File: src/hdl/corr_defs.svh
`ifndef CORR_DEFS_SVH
`define CORR_DEFS_SVH

// ##################################################
// instrument geometry

`define CORR_NUM_INPUTS 4 // input lines
`define CORR_RESOLUTION 16 // bits per counter, multiple of 8
`define CORR_LAG_AUTO 2 // auto lags 1..LAG_AUTO
`define CORR_LAG_CROSS 2 // cross lags -(LAG_CROSS-1)..+(LAG_CROSS-1)

`define CORR_NUM_BASELINES (`CORR_NUM_INPUTS*(`CORR_NUM_INPUTS-1)/2)
`define CORR_NUM_AUTO (`CORR_NUM_INPUTS*`CORR_LAG_AUTO)
`define CORR_NUM_CROSS (`CORR_NUM_BASELINES*(2*`CORR_LAG_CROSS-1))

// ##################################################
// frame

`define CORR_SYNC_BYTE 8'hA5

`endif
File: src/hdl/corr_frame_pkg.sv
`include "corr_defs.svh"

package corr_frame_pkg;

	typedef logic [`CORR_RESOLUTION-1:0] count_t; // sticks at all ones

	typedef enum logic [1:0] {
		IDLE,
		HEADER, // sync and config bytes
		BODY, // counts, msb first
		CHECKSUM
	} frame_state_t;

	// saturating increment shared by all counters
	function automatic count_t sat_inc(input count_t c);
		return (c == '1) ? c : c + 1'b1;
	endfunction

endpackage

File: src/hdl/corr_cfg_pkg.sv
`include "corr_defs.svh"

package corr_cfg_pkg;

	// upper nibble of a command byte, lower nibble is the argument
	typedef enum logic [3:0] {
		OP_INVERT = 4'd1, // load inversion mask
		OP_ENABLE = 4'd2, // load enable mask
		OP_START  = 4'd3, // open window
		OP_STOP   = 4'd4  // close window, send frame
	} cmd_op_t;

	// one bit per input line
	typedef logic [`CORR_NUM_INPUTS-1:0] chan_mask_t;

endpackage

File: src/hdl/correlator_top.sv
`timescale 1ns/1ps
`include "corr_defs.svh"

module correlator_top (
	input  logic intclk,
	input  logic rst_n,
	input  logic [`CORR_NUM_INPUTS-1:0] line_in,
	input  logic [7:0] rx_byte,
	input  logic rx_strobe,
	input  logic tx_done,
	output logic [7:0] tx_byte,
	output logic tx_valid,
	output logic integrating
);
	import corr_cfg_pkg::*;
	import corr_frame_pkg::*;

	chan_mask_t invert_mask;
	chan_mask_t enable_mask;
	chan_mask_t pulses;
	logic start_pulse;
	logic stop_pulse;
	count_t [`CORR_NUM_INPUTS-1:0] chan_counts;
	count_t [`CORR_NUM_AUTO-1:0] auto_counts;
	count_t [`CORR_NUM_CROSS-1:0] cross_counts;

	cmd_parser parser (
		.intclk      (intclk),
		.rst_n       (rst_n),
		.rx_byte     (rx_byte),
		.rx_strobe   (rx_strobe),
		.invert_mask (invert_mask),
		.enable_mask (enable_mask),
		.integrating (integrating),
		.start_pulse (start_pulse),
		.stop_pulse  (stop_pulse)
	);

	pulse_capture capture (
		.intclk      (intclk),
		.rst_n       (rst_n),
		.line_in     (line_in),
		.invert_mask (invert_mask),
		.enable_mask (enable_mask),
		.integrating (integrating),
		.start_pulse (start_pulse),
		.pulses      (pulses),
		.chan_counts (chan_counts)
	);

	// ##################################################
	// correlators

	coincidence_counter #(.CROSS(0), .LAGS(`CORR_LAG_AUTO)) auto_corr (
		.intclk      (intclk),
		.rst_n       (rst_n),
		.pulses      (pulses),
		.integrating (integrating),
		.start_pulse (start_pulse),
		.counts      (auto_counts)
	);

	coincidence_counter #(.CROSS(1), .LAGS(`CORR_LAG_CROSS)) cross_corr (
		.intclk      (intclk),
		.rst_n       (rst_n),
		.pulses      (pulses),
		.integrating (integrating),
		.start_pulse (start_pulse),
		.counts      (cross_counts)
	);

	frame_packer packer (
		.intclk       (intclk),
		.rst_n        (rst_n),
		.stop_pulse   (stop_pulse),
		.chan_counts  (chan_counts),
		.auto_counts  (auto_counts),
		.cross_counts (cross_counts),
		.tx_done      (tx_done),
		.tx_byte      (tx_byte),
		.tx_valid     (tx_valid)
	);

endmodule

File: src/hdl/frame_packer.sv
`timescale 1ns/1ps
`include "corr_defs.svh"

module frame_packer (
	input  logic intclk,
	input  logic rst_n,
	input  logic stop_pulse,
	input  corr_frame_pkg::count_t [`CORR_NUM_INPUTS-1:0] chan_counts,
	input  corr_frame_pkg::count_t [`CORR_NUM_AUTO-1:0] auto_counts,
	input  corr_frame_pkg::count_t [`CORR_NUM_CROSS-1:0] cross_counts,
	input  logic tx_done,
	output logic [7:0] tx_byte,
	output logic tx_valid
);
	import corr_frame_pkg::*;

	localparam int N = `CORR_NUM_INPUTS;
	localparam int NA = `CORR_NUM_AUTO;
	localparam int NX = `CORR_NUM_CROSS;
	localparam int NUM_COUNTS = N + NA + NX;
	localparam int BPC = `CORR_RESOLUTION / 8; // bytes per count
	localparam int CW = $clog2(NUM_COUNTS);
	localparam int BW = (BPC > 1) ? $clog2(BPC) : 1;
	localparam logic [7:0] CFG_BYTE = {4'(`CORR_LAG_AUTO), 4'(`CORR_NUM_INPUTS)};

	frame_state_t state;
	logic [CW-1:0] cidx; // count index, header byte index in HEADER
	logic [BW-1:0] bidx; // byte within count, counts down
	logic [7:0] csum;
	count_t snap [NUM_COUNTS];

	// ##################################################
	// snapshot, taken only when idle

	always_ff @(posedge intclk) begin
		if (state == IDLE && stop_pulse) begin
			for (int c = 0; c < N; c++)
				snap[c] <= chan_counts[c];
			for (int a = 0; a < NA; a++)
				snap[N + a] <= auto_counts[a];
			for (int x = 0; x < NX; x++)
				snap[N + NA + x] <= cross_counts[x];
		end
	end

	// ##################################################
	// byte sequencer

	always_ff @(posedge intclk or negedge rst_n) begin
		if (!rst_n) begin
			state <= IDLE;
			cidx <= '0;
			bidx <= '0;
			csum <= '0;
		end else begin
			case (state)
				IDLE: begin
					if (stop_pulse) begin
						state <= HEADER;
						cidx <= '0;
						csum <= '0;
					end
				end
				HEADER: begin
					if (tx_done) begin
						csum <= csum ^ tx_byte;
						if (cidx == CW'(1)) begin
							state <= BODY;
							cidx <= '0;
							bidx <= BW'(BPC-1); // msb first
						end else begin
							cidx <= cidx + 1'b1;
						end
					end
				end
				BODY: begin
					if (tx_done) begin
						csum <= csum ^ tx_byte;
						if (bidx != '0) begin
							bidx <= bidx - 1'b1;
						end else begin
							bidx <= BW'(BPC-1);
							if (cidx == CW'(NUM_COUNTS-1))
								state <= CHECKSUM;
							else
								cidx <= cidx + 1'b1;
						end
					end
				end
				CHECKSUM: begin
					if (tx_done)
						state <= IDLE; // tx_valid drops next cycle
				end
				default: state <= IDLE;
			endcase
		end
	end

	// held stable by the state and index registers until tx_done
	always_comb begin
		case (state)
			HEADER: tx_byte = (cidx == '0) ? `CORR_SYNC_BYTE : CFG_BYTE;
			BODY: tx_byte = snap[cidx][bidx*8 +: 8];
			CHECKSUM: tx_byte = csum;
			default: tx_byte = 8'h00;
		endcase
	end

	assign tx_valid = (state != IDLE);

endmodule

File: src/hdl/coincidence_counter.sv
`timescale 1ns/1ps
`include "corr_defs.svh"

module coincidence_counter #(
	parameter int CROSS = 0, // 0 auto, 1 cross
	parameter int LAGS = 1,
	localparam int NUM_OUT = (CROSS != 0) ? `CORR_NUM_BASELINES*(2*LAGS-1)
		: `CORR_NUM_INPUTS*LAGS
) (
	input  logic intclk,
	input  logic rst_n,
	input  corr_cfg_pkg::chan_mask_t pulses,
	input  logic integrating,
	input  logic start_pulse,
	output corr_frame_pkg::count_t [NUM_OUT-1:0] counts
);
	import corr_cfg_pkg::*;
	import corr_frame_pkg::*;

	localparam int N = `CORR_NUM_INPUTS;
	// cross needs LAGS-1 past samples, auto needs LAGS
	localparam int DEPTH = (CROSS != 0 && LAGS > 1) ? LAGS-1 : LAGS;

	chan_mask_t hist [DEPTH]; // hist[k-1] holds pulses from k cycles ago
	logic [NUM_OUT-1:0] hit;

	always_ff @(posedge intclk or negedge rst_n) begin
		if (!rst_n) begin
			for (int d = 0; d < DEPTH; d++)
				hist[d] <= '0;
		end else begin
			hist[0] <= pulses;
			for (int d = 1; d < DEPTH; d++)
				hist[d] <= hist[d-1];
		end
	end

	// ##################################################
	// coincidence map

	if (CROSS == 0) begin : g_auto
		// channel-major, lag 1 first
		for (genvar c = 0; c < N; c++) begin : g_chan
			for (genvar k = 1; k <= LAGS; k++) begin : g_lag
				assign hit[c*LAGS + k-1] = pulses[c] & hist[k-1][c];
			end
		end
	end else begin : g_cross
		for (genvar i = 0; i < N; i++) begin : g_first
			for (genvar j = i+1; j < N; j++) begin : g_second
				localparam int PAIR = i*N - i*(i+1)/2 + (j-i-1);
				for (genvar l = 0; l < 2*LAGS-1; l++) begin : g_lag
					localparam int LAG = l - (LAGS-1);
					localparam int IDX = PAIR*(2*LAGS-1) + l;
					if (LAG == 0) begin : g_zero
						assign hit[IDX] = pulses[i] & pulses[j];
					end else if (LAG > 0) begin : g_pos
						assign hit[IDX] = pulses[i] & hist[LAG-1][j]; // j earlier
					end else begin : g_neg
						assign hit[IDX] = pulses[j] & hist[-LAG-1][i]; // i earlier
					end
				end
			end
		end
	end

	// ##################################################
	// saturating counters

	always_ff @(posedge intclk or negedge rst_n) begin
		if (!rst_n) begin
			counts <= '0;
		end else if (start_pulse) begin
			counts <= '0;
		end else if (integrating) begin
			for (int n = 0; n < NUM_OUT; n++) begin
				if (hit[n])
					counts[n] <= sat_inc(counts[n]);
			end
		end
	end

endmodule

File: src/hdl/pulse_capture.sv
`timescale 1ns/1ps
`include "corr_defs.svh"

module pulse_capture (
	input  logic intclk,
	input  logic rst_n,
	input  logic [`CORR_NUM_INPUTS-1:0] line_in,
	input  corr_cfg_pkg::chan_mask_t invert_mask,
	input  corr_cfg_pkg::chan_mask_t enable_mask,
	input  logic integrating,
	input  logic start_pulse,
	output corr_cfg_pkg::chan_mask_t pulses,
	output corr_frame_pkg::count_t [`CORR_NUM_INPUTS-1:0] chan_counts
);
	import corr_cfg_pkg::*;
	import corr_frame_pkg::*;

	chan_mask_t sync_q1;
	chan_mask_t sync_q2;
	chan_mask_t level; // synchronized line after inversion
	chan_mask_t level_q;

	assign level = sync_q2 ^ invert_mask;

	// ##################################################
	// synchronizer and edge detect

	always_ff @(posedge intclk or negedge rst_n) begin
		if (!rst_n) begin
			sync_q1 <= '0;
			sync_q2 <= '0;
			level_q <= '0;
			pulses <= '0;
		end else begin
			sync_q1 <= line_in;
			sync_q2 <= sync_q1;
			level_q <= level;
			pulses <= level & ~level_q & enable_mask; // rising edges only
		end
	end

	// ##################################################
	// per-channel counts

	always_ff @(posedge intclk or negedge rst_n) begin
		if (!rst_n) begin
			chan_counts <= '0;
		end else if (start_pulse) begin
			chan_counts <= '0; // new window
		end else if (integrating) begin
			for (int c = 0; c < `CORR_NUM_INPUTS; c++) begin
				if (pulses[c])
					chan_counts[c] <= sat_inc(chan_counts[c]);
			end
		end
	end

endmodule

File: src/hdl/cmd_parser.sv
`timescale 1ns/1ps
`include "corr_defs.svh"

module cmd_parser (
	input  logic intclk,
	input  logic rst_n,
	input  logic [7:0] rx_byte,
	input  logic rx_strobe,
	output corr_cfg_pkg::chan_mask_t invert_mask,
	output corr_cfg_pkg::chan_mask_t enable_mask,
	output logic integrating,
	output logic start_pulse,
	output logic stop_pulse
);
	import corr_cfg_pkg::*;

	cmd_op_t op;
	logic [3:0] arg;

	assign op = cmd_op_t'(rx_byte[7:4]);
	assign arg = rx_byte[3:0];

	always_ff @(posedge intclk or negedge rst_n) begin
		if (!rst_n) begin
			invert_mask <= '0;
			enable_mask <= '0;
			integrating <= 1'b0;
			start_pulse <= 1'b0;
			stop_pulse <= 1'b0;
		end else begin
			start_pulse <= 1'b0; // pulses last one cycle
			stop_pulse <= 1'b0;
			if (rx_strobe) begin
				case (op)
					OP_INVERT: invert_mask <= chan_mask_t'(arg);
					OP_ENABLE: enable_mask <= chan_mask_t'(arg);
					OP_START: begin
						// a repeated START is a no-op
						if (!integrating) begin
							integrating <= 1'b1;
							start_pulse <= 1'b1;
						end
					end
					OP_STOP: begin
						if (integrating) begin
							integrating <= 1'b0;
							stop_pulse <= 1'b1;
						end
					end
					default: ; // unknown opcode dropped
				endcase
			end
		end
	end

endmodule

File: config.mk
export PLATFORM = sky130hd
export DESIGN_NAME = correlator_top
export DESIGN_NICKNAME = d
export VERILOG_FILES = /design/src/hdl/corr_frame_pkg.sv /design/src/hdl/corr_cfg_pkg.sv /design/src/hdl/correlator_top.sv /design/src/hdl/frame_packer.sv /design/src/hdl/coincidence_counter.sv /design/src/hdl/pulse_capture.sv /design/src/hdl/cmd_parser.sv
export VERILOG_INCLUDE_DIRS = /design/src /design/src/hdl
export SDC_FILE = /design/constraint.sdc
export NUM_CORES = 2
export LEC_CHECK = 0
export BUFFER_PORTS_ARGS = -buffer_cell sky130_fd_sc_hd__buf_2
export CORE_ASPECT_RATIO = 1.2
export CORE_MARGIN = 3
export CORE_UTILIZATION = 65
export CTS_CLUSTER_DIAMETER = 80
export DETAILED_ROUTE_END_ITERATION = 6
export GPL_TIMING_DRIVEN = 0
export PLACE_DENSITY_LB_ADDON = 0.15
export SLEW_MARGIN = 20
export SYNTH_ARGS = -nofsm -noshare
export SYNTH_HDL_FRONTEND = slang
export SYNTH_SLANG_ARGS = --single-unit
File: constraint.sdc
create_clock -name intclk -period 50.1 [get_ports intclk]
set_input_delay 0 -clock intclk [delete_from_list [all_inputs] [get_ports intclk]]
set_output_delay 0 -clock intclk [all_outputs]
set_load 0.005 [all_outputs]
==> impl_metrics.yaml <==
pwr:
  total_switching_power_mw: 0.513
  seq_power_share_pct: 46.3
  power.share.clock_pct: 40.7
  p_leak_nw: 19.2
  pwr_density_cell_nw_per_um2: 38.5
  power.ir.vdd_worst_v: 0.0000356
  power.switching_fraction_pct: 26.7
  cell_internal_pwr_mw: 1.41
  power_frac_comb_pct: 13.1
cts:
  cts_repair_resize_count: 0
  cts.path.max_buffers: 3
  tritoncts.num_buffers: 97
  clock_sink_count: 1011
  cts_hold_buf: 27
  cts.htree.levels: 3
  postCtsSetupBuffers: 0
  ctsRootBufferMaster: "sky130_fd_sc_hd__clkbuf_16"
  worst_setup_hold_path_clk_slew_ns: 0.07
  clock_insertion_delay_worst_skew_ns: 0.67
  tritoncts: "yes"
setup_path:
  cp_data_arrival_time_ns: 4.88
  cpPeakStageDelay_ns: 0.85
  critical_path_class: "flop to primary output"
  r2r_setup_slack_ns: 45.79
  setup.worst_path.start_class: "flop"
  cp_top_family: "buffers and inverters"
  timing.critical_path.depth: 11
  crit_end: "tx_byte[6]"
  worst_setup_path_startpoint: "packer.cidx[1]"
  worst_path_most_repeated_cell: "sky130_fd_sc_hd__buf_2"
  worst-r2r-cell-count: 5
  worstPathMaxFanout: 10
  critical_path.reg2reg.startpoint: "parser.start_pulse"
  critical_path.endpoint_type: "primary output"
  timing.critical_path.slowest_stage_cell: "sky130_fd_sc_hd__nor4_1"
  worst-endpoint-required_ns: 50.10
  critical_path_buffer_and_inverter_count: 4
  critical_path.reg2reg.endpoint: "cross_corr.counts[207]"
  cp_cell_sequence: "buf_2, buf_4, buf_2, mux2i_1, o22ai_1, nor4_1, nor4_1, a31oi_1, a2bb2oi_1, nor2_1, buf_2"
global_route:
  grt_antenna_before_repair: 3
  grt_first_pass_wirelength_microns: 193000
  grtUsageTotal_pct: 36.7
  grt_pass1_vias: 30700
  pin_count_of_the_biggest_net_entering_global_routing: 96
  grt_overflow: 0
synth:
  synth_adder_area_share_pct: 1.10
  synthMuxAreaShare_pct: 6.95
  xor_xnor_share_of_the_synthesized_area_pct: 7.91
  netlist.area_leader.share_pct: 32.5
  synth.area.top_cells: "sky130_fd_sc_hd__edfxtp_1, sky130_fd_sc_hd__dfrtp_1, sky130_fd_sc_hd__xor2_1"
  yosysMostFrequentCell: "sky130_fd_sc_hd__dfrtp_1"
  synth_async_sr_flop_share_pct: 52.5
  synth_top_cells_by_count: "sky130_fd_sc_hd__dfrtp_1, sky130_fd_sc_hd__nor2_1, sky130_fd_sc_hd__edfxtp_1"
  syn_nets: 3584
  combinational_family_with_the_most_area_after_synthesis: "simple AND/OR/NAND/NOR gates"
  synth_area_sq_um: 44300
  synth-compound-area-share_pct: 4.63
  synth-seq-area-share_pct: 62.5
  ys_dominant_reg_cell: "sky130_fd_sc_hd__dfrtp_1"
  post_synth_num_cell_types: 73
  syn_area_per_cell_sq_um: 12.6
  yosys_warnings: 0
  netlist_instances: 3529
  postSynthRegisterBits: 1011
  area_fraction_in_and_or_nand_and_nor_cells_after_synthesis_pct: 15.0
  synth_enable_flop_cells: 480
  synth_area_leader_cell: "sky130_fd_sc_hd__edfxtp_1"
placed_design:
  place_congestion: 1.09
  place_area_sq_um: 46200
  io_buffer_count: 25
  hpwlAfterDp_microns: 90300
layout:
  nets: 3762
  syn_to_final_growth_pct: 12.7
  final_core_util_pct: 74.2
  n_fill_cell: 4332
  final_area_sq_um: 49900
  proportion_of_layout_cells_with_a_drive_suffix_above_1_pct: 9.57
floorplan:
  fp.coreArea_sq_um: 67300
  die-height_microns: 292
  die_w_microns: 244
  num_io_pins: 26
  die_area_sq_um: 71400
  initial_cell_density_of_the_core_pct: 65.9
  std_cell_rows: 104
timing:
  timing.max_slew.rel_slack_pct: 16.1
  tightest_slew_ns: 1.26
  worst_clock_skew_ns: 0.0206
  fin_worst_hold_slack_ns: 0.149
  post-route-period-util_pct: 9.74
  hold_viol_final: 0
  maxClockFrequency_mhz: 205
  setup-tns-final_ns: 0
  maxSlewViolCount: 0
  rsz_0062_raised_after_global_routing: "false"
  setup_viol_count_final: 0
  final.min_clock_period_ns: 4.88
drt:
  via_per_inst: 6.55
  drc_errors: 5
  dr_total_vias: 30700
  postRouteAntennaNets: 0
  wl_microns: 129000
  drtIter0Drc: 3896
  detailedRoute.firstPassIterationCount: 7
  wire_per_inst_microns: 27.5
outcome:
  failed_checks: "design-rule violations"
  run_status: "finished with violations"
hold_path:
  min-delay-path-class: "input pin to flop"
  worstHoldPathCells: 3
flow_run:
  max_cap_viol_count: 0
-- sequential cells by signal (all words and copies together), names as in the netlist --
name                 count
packer.state             2
parser.start_pulse       1
packer.snap            480
parser.invert_mask       4
cross_corr.counts      288
capture.level_q          4
auto_corr.counts       128
packer.bidx              1
capture.sync_q1          4
capture.chan_counts     64
parser.stop_pulse        1
auto_corr.hist           4
parser.enable_mask       4
capture.pulses           4
parser.integrating       1
packer.csum              8
cross_corr.hist          4
packer.cidx              5
capture.sync_q2          4
-- worst reg2reg max path, stage by stage, from the launching register on --
cell and delay (ns):
sky130_fd_sc_hd__dfrtp_1 0.73, sky130_fd_sc_hd__clkbuf_1 0.96, sky130_fd_sc_hd__clkbuf_1 0.67, sky130_fd_sc_hd__clkbuf_1 0.63, sky130_fd_sc_hd__clkbuf_1 0.99, sky130_fd_sc_hd__nor2_1 0.15
-- area by class of cell --
type	count	area, sq um	area share [%]
buffer	134	668	1.34
sequential	1011	27700	55.5
antenna	1	2.50	0.00501
multi-input combinational	2342	15800	31.6
clock buffer	125	2690	5.39
inverter	42	158	0.316
timing repair buffer	79	1070	2.14
tap	901	1130	2.26
clock inverter	59	712	1.43
-- worst min-delay path by stage --
stage	slack (ns)	startpoint	to
final	0.15	rx_byte[0]	parser.invert_mask[0]
after detailed placement	-0.08	rst_n	auto_corr.counts[55]
after CTS	0.12	rx_byte[0]	parser.invert_mask[0]
after global routing	0.15	rx_byte[1]	parser.enable_mask[1]
after global placement	0.11	line_in[1]	capture.sync_q1[1]
after floorplan	-0.30	rst_n	auto_corr.counts[0]
-- layout by cell type, fill, tap and decap left out, drive strengths merged, types with 39 or more instances in the layout --
master and n:
dfrtp 531, nor2 517, edfxtp 480, xor2 285, nand2 226, clkbuf 218, nand3 153, mux2i 138
nand4 130, xnor2 115, buf 94, o21ai 86, a21oi 71, and4 65, mux4 63, or3 58
and3 55, inv 47, and2 46, ha 39
-- per-stage QoR --
step | power, mW | std cells | setup slack (ns)
3_3_place_gp | 1.14 | 4455 | 19.78
5_1_grt | 1.97 | 4693 | 45.35
2_1_floorplan | 1.04 | 3529 | 28.08
3_5_place_dp | 1.15 | 4482 | 46.07
4_1_cts | 1.92 | 4693 | 45.51
6_report | 1.92 | 4694 | 45.22
-- routing by layer --
metal / track usage, % / share of wire (%)
met1: 46.0 / 36
met2: 57.5 / 47
met3: 7.41 / 8.7
met4: 26.2 / 8.6
met5: 0 / 0.0093
-- power by group through the flow --
stage / registers (mW) / clock network (mW) / logic [mW]
after floorplan: 0.900 / 0 / 0.136
after global placement: 0.905 / 0 / 0.234
after detailed placement: 0.905 / 0 / 0.241
after CTS: 0.888 / 0.784 / 0.244
after global routing: 0.889 / 0.819 / 0.259
final: 0.889 / 0.782 / 0.251
-- kinds of logic (layout without fill, tap and decap cells) --
group                      after synthesis  count (layout)
and+or+nand+nor                       1361            1361
DFF                                   1011            1011
xor gates and xnor gates               400             400
AOI/OAI and AO/OA                      316             316
muxes                                  226             226
buffers and inverters                  176             439
adders and majority gates               39              39
other                                    0               1
Power figures use the tool's default switching activity.
